[src/common/exec_pkg.sv]
`default_nettype none

package exec_pkg;

   // Data, address and program counter
   typedef logic [31:0] word_t;
   typedef logic [4:0]  reg_idx_t;

   // RV32I major opcodes
   typedef enum logic [6:0] {
      LOAD   = 7'b0000011,
      STORE  = 7'b0100011,
      OP_IMM = 7'b0010011,
      OP_REG = 7'b0110011,
      LUI    = 7'b0110111,
      AUIPC  = 7'b0010111,
      JAL    = 7'b1101111,
      JALR   = 7'b1100111,
      BRANCH = 7'b1100011,
      NOP    = 7'b0001111
   } opcode_t;

   typedef enum logic [3:0] {
      ALU_ADD  = 4'd0,
      ALU_SUB  = 4'd1,
      ALU_SLT  = 4'd2,
      ALU_SLTU = 4'd3,
      ALU_AND  = 4'd4,
      ALU_OR   = 4'd5,
      ALU_XOR  = 4'd6,
      ALU_SLL  = 4'd7,
      ALU_SRL  = 4'd8,
      ALU_SRA  = 4'd9
   } alu_op_t;

   // Access size in bytes
   typedef enum logic [2:0] {
      MEM_NONE = 3'd0,
      MEM_BYTE = 3'd1,
      MEM_HALF = 3'd2,
      MEM_WORD = 3'd4
   } mem_width_t;

   typedef struct packed {
      opcode_t    opcode;
      reg_idx_t   rd;
      reg_idx_t   rs1;
      reg_idx_t   rs2;
      logic [2:0] funct3;
      logic [6:0] funct7;
      word_t      imm_u;
   } dec_inst_t;

   typedef struct packed {
      word_t      addr;
      word_t      wdata;
      mem_width_t width;
   } mem_req_t;

   // Load and store widths
   localparam logic [2:0] F3_BYTE   = 3'b000;
   localparam logic [2:0] F3_HALF   = 3'b001;
   localparam logic [2:0] F3_WORD   = 3'b010;
   localparam logic [2:0] F3_BYTE_U = 3'b100;
   localparam logic [2:0] F3_HALF_U = 3'b101;

   // Branch conditions
   localparam logic [2:0] F3_BEQ  = 3'b000;
   localparam logic [2:0] F3_BNE  = 3'b001;
   localparam logic [2:0] F3_BLT  = 3'b100;
   localparam logic [2:0] F3_BGE  = 3'b101;
   localparam logic [2:0] F3_BLTU = 3'b110;
   localparam logic [2:0] F3_BGEU = 3'b111;

   // Arithmetic and shifts
   localparam logic [2:0] F3_ADD  = 3'b000;
   localparam logic [2:0] F3_SLL  = 3'b001;
   localparam logic [2:0] F3_SLT  = 3'b010;
   localparam logic [2:0] F3_SLTU = 3'b011;
   localparam logic [2:0] F3_XOR  = 3'b100;
   localparam logic [2:0] F3_SRL  = 3'b101;
   localparam logic [2:0] F3_OR   = 3'b110;
   localparam logic [2:0] F3_AND  = 3'b111;

   localparam logic [6:0] F7_BASE = 7'b0000000;
   localparam logic [6:0] F7_ALT  = 7'b0100000;

endpackage

`default_nettype wire
[src/design/execute.sv]
`timescale 1ns/10ps
`default_nettype none

module execute import exec_pkg::*; #(
   parameter int REG_COUNT = 32
) (
   input  logic     i_clk,
   input  logic     i_rst,

   input  word_t    i_inst,
   input  logic     i_inst_valid,
   input  word_t    i_pc,

   output mem_req_t o_mem_req,
   output logic     o_wr_valid,
   input  logic     i_wr_ready,
   output logic     o_rd_ready,
   input  logic     i_rd_valid,
   input  word_t    i_rd_data,

   output logic     o_pc_change,
   output word_t    o_new_pc,
   output logic     o_finished,
   output logic     o_invalid_inst
);

   dec_inst_t dec;
   alu_op_t   alu_op;
   word_t     alu_a;
   word_t     alu_b;
   word_t     alu_result;
   logic      dec_invalid;
   word_t     rs1_data;
   word_t     rs2_data;
   logic      pc_change;
   logic      wr_valid;
   logic      rd_ready;
   logic      mem_done;
   word_t     load_data;
   logic      mem_op;
   logic      has_rd;
   logic      rf_we;
   word_t     wb_data;

   inst_decoder #(
      .REG_COUNT (REG_COUNT)
   ) u_decoder (
      .i_inst     (i_inst),
      .i_pc       (i_pc),
      .i_rs1_data (rs1_data),
      .i_rs2_data (rs2_data),
      .o_dec      (dec),
      .o_alu_op   (alu_op),
      .o_alu_a    (alu_a),
      .o_alu_b    (alu_b),
      .o_invalid  (dec_invalid)
   );

   int_regfile #(
      .REG_COUNT (REG_COUNT)
   ) u_regfile (
      .i_clk      (i_clk),
      .i_rst      (i_rst),
      .i_rs1      (dec.rs1),
      .i_rs2      (dec.rs2),
      .o_rs1_data (rs1_data),
      .o_rs2_data (rs2_data),
      .i_we       (rf_we),
      .i_rd       (dec.rd),
      .i_wdata    (wb_data)
   );

   alu u_alu (
      .i_op     (alu_op),
      .i_a      (alu_a),
      .i_b      (alu_b),
      .o_result (alu_result)
   );

   branch_unit u_branch (
      .i_dec       (dec),
      .i_rs1_data  (rs1_data),
      .i_rs2_data  (rs2_data),
      .i_target    (alu_result),
      .o_pc_change (pc_change),
      .o_new_pc    (o_new_pc)
   );

   mem_access u_mem (
      .i_dec        (dec),
      .i_addr       (alu_result),
      .i_store_data (rs2_data),
      .i_wr_ready   (i_wr_ready),
      .i_rd_valid   (i_rd_valid),
      .i_rd_data    (i_rd_data),
      .o_req        (o_mem_req),
      .o_wr_valid   (wr_valid),
      .o_rd_ready   (rd_ready),
      .o_done       (mem_done),
      .o_load_data  (load_data)
   );

   // Invalid loads and stores never reach memory
   assign mem_op = (dec.opcode inside {LOAD, STORE}) && !dec_invalid;

   assign o_wr_valid     = i_inst_valid && mem_op && wr_valid;
   assign o_rd_ready     = i_inst_valid && mem_op && rd_ready;
   assign o_pc_change    = i_inst_valid && !dec_invalid && pc_change;
   assign o_invalid_inst = i_inst_valid && dec_invalid;
   assign o_finished     = i_inst_valid && (mem_op ? mem_done : 1'b1);

   assign has_rd = (dec.opcode inside {LOAD, OP_IMM, OP_REG, LUI, AUIPC, JAL, JALR});
   assign rf_we  = o_finished && has_rd && !dec_invalid;

   always_comb begin
      case (dec.opcode)
         LUI:       wb_data = dec.imm_u;
         JAL, JALR: wb_data = i_pc + 32'd4;
         LOAD:      wb_data = load_data;
         default:   wb_data = alu_result;
      endcase
   end

endmodule

`default_nettype wire

[src/design/mem_access.sv]
`timescale 1ns/10ps
`default_nettype none

module mem_access import exec_pkg::*; (
   input  dec_inst_t i_dec,
   input  word_t     i_addr,
   input  word_t     i_store_data,
   input  logic      i_wr_ready,
   input  logic      i_rd_valid,
   input  word_t     i_rd_data,
   output mem_req_t  o_req,
   output logic      o_wr_valid,
   output logic      o_rd_ready,
   output logic      o_done,
   output word_t     o_load_data
);

   logic is_load;
   logic is_store;

   assign is_load  = (i_dec.opcode == LOAD);
   assign is_store = (i_dec.opcode == STORE);

   // Strobes follow the opcode and hold until the transfer
   assign o_wr_valid = is_store;
   assign o_rd_ready = is_load;
   assign o_done     = (is_store && i_wr_ready) || (is_load && i_rd_valid);

   always_comb begin
      o_req.addr  = i_addr;
      o_req.wdata = is_store ? i_store_data : '0;
      o_req.width = MEM_NONE;
      if (is_load || is_store) begin
         case (i_dec.funct3)
            F3_BYTE, F3_BYTE_U: o_req.width = MEM_BYTE;
            F3_HALF, F3_HALF_U: o_req.width = MEM_HALF;
            F3_WORD:            o_req.width = MEM_WORD;
            default:            o_req.width = MEM_NONE;
         endcase
      end
   end

   // Read data arrives in the low lanes
   always_comb begin
      case (i_dec.funct3)
         F3_BYTE:   o_load_data = {{24{i_rd_data[7]}}, i_rd_data[7:0]};
         F3_BYTE_U: o_load_data = {24'b0, i_rd_data[7:0]};
         F3_HALF:   o_load_data = {{16{i_rd_data[15]}}, i_rd_data[15:0]};
         F3_HALF_U: o_load_data = {16'b0, i_rd_data[15:0]};
         default:   o_load_data = i_rd_data;
      endcase
   end

endmodule

`default_nettype wire

[src/design/branch_unit.sv]
`timescale 1ns/10ps
`default_nettype none

module branch_unit import exec_pkg::*; (
   input  dec_inst_t i_dec,
   input  word_t     i_rs1_data,
   input  word_t     i_rs2_data,
   input  word_t     i_target,
   output logic      o_pc_change,
   output word_t     o_new_pc
);

   logic eq;
   logic lt_s;
   logic lt_u;
   logic taken;

   assign eq   = (i_rs1_data == i_rs2_data);
   assign lt_s = ($signed(i_rs1_data) < $signed(i_rs2_data));
   assign lt_u = (i_rs1_data < i_rs2_data);

   always_comb begin
      case (i_dec.funct3)
         F3_BEQ:  taken = eq;
         F3_BNE:  taken = !eq;
         F3_BLT:  taken = lt_s;
         F3_BGE:  taken = !lt_s;
         F3_BLTU: taken = lt_u;
         F3_BGEU: taken = !lt_u;
         default: taken = 1'b0;
      endcase
   end

   always_comb begin
      o_pc_change = 1'b0;
      o_new_pc    = i_target;
      case (i_dec.opcode)
         JAL: o_pc_change = 1'b1;
         JALR: begin
            o_pc_change = 1'b1;
            o_new_pc    = {i_target[31:1], 1'b0};
         end
         BRANCH: o_pc_change = taken;
         default: ;
      endcase
   end

endmodule

`default_nettype wire

[src/design/int_regfile.sv]
`timescale 1ns/10ps
`default_nettype none

module int_regfile import exec_pkg::*; #(
   parameter int REG_COUNT = 32
) (
   input  logic     i_clk,
   input  logic     i_rst,
   input  reg_idx_t i_rs1,
   input  reg_idx_t i_rs2,
   output word_t    o_rs1_data,
   output word_t    o_rs2_data,
   input  logic     i_we,
   input  reg_idx_t i_rd,
   input  word_t    i_wdata
);

   word_t regs [REG_COUNT];

   // x0 and indices past the file read as zero
   assign o_rs1_data = (i_rs1 != '0 && i_rs1 < REG_COUNT) ? regs[i_rs1] : '0;
   assign o_rs2_data = (i_rs2 != '0 && i_rs2 < REG_COUNT) ? regs[i_rs2] : '0;

   always_ff @(posedge i_clk) begin
      if (i_rst) begin
         for (int i = 0; i < REG_COUNT; i++) begin
            regs[i] <= '0;
         end
      end else if (i_we && i_rd != '0 && i_rd < REG_COUNT) begin
         regs[i_rd] <= i_wdata;
      end
   end

endmodule

`default_nettype wire

[src/design/alu.sv]
`timescale 1ns/10ps
`default_nettype none

module alu import exec_pkg::*; (
   input  alu_op_t i_op,
   input  word_t   i_a,
   input  word_t   i_b,
   output word_t   o_result
);

   logic [4:0] shamt;

   assign shamt = i_b[4:0];

   always_comb begin
      case (i_op)
         ALU_ADD:  o_result = i_a + i_b;
         ALU_SUB:  o_result = i_a - i_b;
         ALU_SLT:  o_result = {31'b0, $signed(i_a) < $signed(i_b)};
         ALU_SLTU: o_result = {31'b0, i_a < i_b};
         ALU_AND:  o_result = i_a & i_b;
         ALU_OR:   o_result = i_a | i_b;
         ALU_XOR:  o_result = i_a ^ i_b;
         ALU_SLL:  o_result = i_a << shamt;
         ALU_SRL:  o_result = i_a >> shamt;
         // Arithmetic shift keeps the sign bit
         ALU_SRA:  o_result = word_t'($signed(i_a) >>> shamt);
         default:  o_result = '0;
      endcase
   end

endmodule

`default_nettype wire

[src/design/inst_decoder.sv]
`timescale 1ns/10ps
`default_nettype none

module inst_decoder import exec_pkg::*; #(
   parameter int REG_COUNT = 32
) (
   input  word_t     i_inst,
   input  word_t     i_pc,
   input  word_t     i_rs1_data,
   input  word_t     i_rs2_data,
   output dec_inst_t o_dec,
   output alu_op_t   o_alu_op,
   output word_t     o_alu_a,
   output word_t     o_alu_b,
   output logic      o_invalid
);

   word_t imm_i;
   word_t imm_s;
   word_t imm_b;
   word_t imm_j;
   logic  uses_rd;
   logic  uses_rs1;
   logic  uses_rs2;
   logic  bad_enc;
   logic  bad_reg;

   assign o_dec.opcode = opcode_t'(i_inst[6:0]);
   assign o_dec.rd     = i_inst[11:7];
   assign o_dec.funct3 = i_inst[14:12];
   assign o_dec.rs1    = i_inst[19:15];
   assign o_dec.rs2    = i_inst[24:20];
   assign o_dec.funct7 = i_inst[31:25];
   assign o_dec.imm_u  = {i_inst[31:12], 12'b0};

   assign imm_i = {{20{i_inst[31]}}, i_inst[31:20]};
   assign imm_s = {{20{i_inst[31]}}, i_inst[31:25], i_inst[11:7]};
   assign imm_b = {{19{i_inst[31]}}, i_inst[31], i_inst[7], i_inst[30:25], i_inst[11:8], 1'b0};
   assign imm_j = {{11{i_inst[31]}}, i_inst[31], i_inst[19:12], i_inst[20], i_inst[30:21],
                   1'b0};

   always_comb begin
      o_alu_op = ALU_ADD;
      o_alu_a  = i_rs1_data;
      o_alu_b  = imm_i;
      uses_rd  = 1'b0;
      uses_rs1 = 1'b0;
      uses_rs2 = 1'b0;
      bad_enc  = 1'b0;
      case (o_dec.opcode)
         LOAD: begin
            uses_rd  = 1'b1;
            uses_rs1 = 1'b1;
            bad_enc  = !(o_dec.funct3 inside {F3_BYTE, F3_HALF, F3_WORD, F3_BYTE_U, F3_HALF_U});
         end
         STORE: begin
            o_alu_b  = imm_s;
            uses_rs1 = 1'b1;
            uses_rs2 = 1'b1;
            bad_enc  = !(o_dec.funct3 inside {F3_BYTE, F3_HALF, F3_WORD});
         end
         BRANCH: begin
            o_alu_a  = i_pc;
            o_alu_b  = imm_b;
            uses_rs1 = 1'b1;
            uses_rs2 = 1'b1;
            bad_enc  = (o_dec.funct3 inside {3'b010, 3'b011});
         end
         JAL: begin
            o_alu_a = i_pc;
            o_alu_b = imm_j;
            uses_rd = 1'b1;
         end
         JALR: begin
            uses_rd  = 1'b1;
            uses_rs1 = 1'b1;
            bad_enc  = (o_dec.funct3 != 3'b000);
         end
         AUIPC: begin
            o_alu_a = i_pc;
            o_alu_b = o_dec.imm_u;
            uses_rd = 1'b1;
         end
         LUI: begin
            uses_rd = 1'b1;
         end
         OP_IMM, OP_REG: begin
            uses_rd  = 1'b1;
            uses_rs1 = 1'b1;
            uses_rs2 = (o_dec.opcode == OP_REG);
            if (o_dec.opcode == OP_REG) begin
               o_alu_b = i_rs2_data;
            end
            case (o_dec.funct3)
               F3_ADD: begin
                  // SUB exists only in the register form
                  if (o_dec.opcode == OP_REG && o_dec.funct7 == F7_ALT) begin
                     o_alu_op = ALU_SUB;
                  end else if (o_dec.opcode == OP_REG && o_dec.funct7 != F7_BASE) begin
                     bad_enc = 1'b1;
                  end
               end
               F3_SLL: begin
                  o_alu_op = ALU_SLL;
                  bad_enc  = (o_dec.funct7 != F7_BASE);
               end
               F3_SRL: begin
                  if (o_dec.funct7 == F7_ALT) begin
                     o_alu_op = ALU_SRA;
                  end else begin
                     o_alu_op = ALU_SRL;
                     bad_enc  = (o_dec.funct7 != F7_BASE);
                  end
               end
               default: begin
                  case (o_dec.funct3)
                     F3_SLT:  o_alu_op = ALU_SLT;
                     F3_SLTU: o_alu_op = ALU_SLTU;
                     F3_XOR:  o_alu_op = ALU_XOR;
                     F3_OR:   o_alu_op = ALU_OR;
                     default: o_alu_op = ALU_AND;
                  endcase
                  bad_enc = (o_dec.opcode == OP_REG) && (o_dec.funct7 != F7_BASE);
               end
            endcase
         end
         NOP: ;
         default: bad_enc = 1'b1;
      endcase
   end

   // Only fields that the format uses are range checked
   assign bad_reg = (uses_rd  && (o_dec.rd  >= REG_COUNT)) ||
                    (uses_rs1 && (o_dec.rs1 >= REG_COUNT)) ||
                    (uses_rs2 && (o_dec.rs2 >= REG_COUNT));

   assign o_invalid = bad_enc || bad_reg;

endmodule

`default_nettype wire

[config.mk]
export PLATFORM = sky130hd
export DESIGN_NAME = execute
export DESIGN_NICKNAME = d
export VERILOG_FILES = /design/src/common/exec_pkg.sv /design/src/design/execute.sv /design/src/design/mem_access.sv /design/src/design/branch_unit.sv /design/src/design/int_regfile.sv /design/src/design/alu.sv /design/src/design/inst_decoder.sv
export SDC_FILE = /design/constraint.sdc
export NUM_CORES = 2
export LEC_CHECK = 0
export BUFFER_PORTS_ARGS = -buffer_cell sky130_fd_sc_hd__buf_2
export CELL_PAD_IN_SITES_DETAIL_PLACEMENT = 0
export CELL_PAD_IN_SITES_GLOBAL_PLACEMENT = 1
export CORE_MARGIN = 2
export CORE_UTILIZATION = 35
export CTS_CLUSTER_DIAMETER = 120
export DETAILED_ROUTE_END_ITERATION = 12
export PLACE_DENSITY = 0.59
export REMOVE_ABC_BUFFERS = 1
export SYNTH_ARGS = -nofsm -noshare
export SYNTH_HDL_FRONTEND = slang
export SYNTH_HIERARCHICAL = 1
export SYNTH_SLANG_ARGS = --single-unit
[constraint.sdc]
create_clock -name i_clk -period 18.02 [get_ports i_clk]
set_input_delay 1.802 -clock i_clk [delete_from_list [all_inputs] [get_ports i_clk]]
set_output_delay 1.802 -clock i_clk [all_outputs]
set_load 0.01 [all_outputs]
==> out/summary.txt <==
CTS Buf Count: 109
DP Cell Count: 7,854
Worst vdd ir: 0.07564 mV
Reg-to-reg endpoint: u_regfile/regs[22][28]
Min-Delay Path Class: in -> reg
Relative slew slack: -1.334%
Initial Utilization: 35.32%
Final hold slack: 1761 ps
Layout Cells excl Fill: 8,065
Die area: 198,300 µm²
M1 WL: 110,700 µm
Hold buffers post-CTS: 0
Static leakage: 27.30 nW
Layout Skew: 32.09 ps
Worst-Skew Late Latency: 740 ps
Utilization after layout: 38.72%
Final period utilization: 68.28%
Power Density: 90.71 nW/µm²
# rows: 161
CTS H-tree lvls: 3
Cells after synthesis: 5,525
Worst setup endpoint: o_new_pc[28]
Max FFs per register: 1,024
R2r setup slk: 10,060 ps
Failing checks: max-capacitance violations, max-slew violations
Detailed router's first-iteration violation count: 5,589
Port-buffer cells: 204
Initial antenna violation count: 18
Commonest non-fill, non-tap cells in the layout: edfxtp_1, and2_1, mux4_2
Met2 WL post-DR: 139,300 µm
CTS tree: yes
Critical path peak fanout: 90
Die W: 445.3 µm
CP Cell Sequence: buf_8, buf_12, buf_4, mux4_2, a22o_1, a2111oi_0, nor3_1, a221o_2, buf_4, clkinv_1, ha_1, nand3_1, o22ai_1, o2111ai_1, a21oi_1, a21oi_1, nor4_1, o41ai_1, xor2_1, o21ai_0, buf_2
Post-placement cell area: 71,230 µm²
Worst reg2reg path depth: 23
RSZ-0062 raised after global routing: false
Design Power: 6.778 mW
Design Area, Final: 74,720 µm²
Setup ws final: 5716 ps
DR vias: 49,580
Largest net degree at the start of global routing: 131
Vias/cell: 6.148
Final ANT Viol Nets: 0
Synth warn: 6
Post-place setup slack: 5936 ps
Number of global-route vias before repair: 49,130
Reg2reg start: u_regfile/regs[31][0]
Setup-failing EPs final: 0
Top Registers: u_regfile/regs x1024
CP startpoint: i_inst[20]
HPWL Detailed: 199,300 µm
DR top layer: met5
Crit. End Element: primary output
DRT Pass-1 Iters: 6
Fin nets: 5,672
CP arrival: 10,500 ps
Average size of a mapped cell: 12.34 µm²
Top reg by flops: u_regfile/regs
Measured slew at the worst slew-check pin: 1516 ps
Final min period: 12,300 ps
Post-Syn Area: 68,150 µm²
Commonest non-fill, non-tap cell in the layout: edfxtp_1
Total track usage: 28.53%
Worst Setup Start Kind: input pin
Core area: 193,000 µm²
Post-Route Setup TNS: 0 ps
Count of final hold-check violations: 0
Fraction of layout cells with a size suffix above 1: 24.12%
Biggest cell delay along the critical path: 960 ps
Reg clk slew, reported paths: 60 ps
Max-cap violations: 1
Clk buf depth: 3
Die H: 445.3 µm
Sink Count: 1,024
Final Max Slew Viols: 2
CTS root buffer: clkbuf_16
Critical path type: in -> out
Max Freq: 81.27 MHz
IO Count: 205
Syn-to-layout area delta: 9.633%
Status: finished, violations left
Fillers: 18,360
Met3 WL: 21,410 µm
# DRC: 0
CTS resizes: 0
CP max-delay cell: nor3_1
Drt total wl: 288,800 µm
GRT Residual Overflow: 0
WL/cell: 35.81 µm
RD Place Congestion: 0.9804
Setup bufs post-CTS: 0
First-pass GRT wire length: 397,600 µm
CP Data Required Time: 16,220 ps
==> how the worst min path moves through the flow <==
stage,startpoint,endpoint,cells after the start
6_report,i_rst,u_regfile/regs[0][29],1
5_1_grt,i_rst,u_regfile/regs[0][29],1
4_1_cts,i_rst,u_regfile/regs[0][29],1
3_5_place_dp,i_rst,u_regfile/regs[0][29],1
3_3_place_gp,i_rst,u_regfile/regs[0][29],1
2_1_floorplan,i_rst,u_regfile/regs[0][0],0
==> area by class of cell <==
| type | count | area, µm² | share of cell area [%] |
|---|---|---|---|
| Antenna cell | 13 | 32.53 | 0.04354 |
| Clock buffer | 127 | 2880 | 3.855 |
| Clock inverter | 71 | 574.3 | 0.7686 |
| Inverter | 144 | 540.5 | 0.7234 |
| Multi-Input combinational cell | 3729 | 33940 | 45.42 |
| Sequential cell | 1024 | 30750 | 41.15 |
| Tap cell | 2526 | 3161 | 4.230 |
| Timing Repair Buffer | 431 | 2844 | 3.806 |
==> critical path, delay by kind of cell <==
family	cells	cell delay, ps
buf+inv	6	2990
compound gates	9	2920
simple gates	3	1390
fa+ha+maj	1	560
mux	1	360
xor+xnor	1	180
==> report_power, final <==
group / switching (mW) / leakage [nW] / internal (mW) / total [mW]
combinational: 1.22 / 15.1 / 0.558 / 1.78
clock: 0.978 / 1.72 / 1.27 / 2.25
sequential: 0.0457 / 10.5 / 2.70 / 2.75
total: 2.24 / 27.3 / 4.53 / 6.78
==> per-layer routing <==
layer | GRT usage [%] | vias up
met2 | 47.84 | 2523
met5 | 0 | -
met4 | 15.01 | 4
met3 | 4.472 | 561
met1 | 35.48 | 25750
li1 | - | 20740
Note: power is estimated with default switching activity, not from simulation.
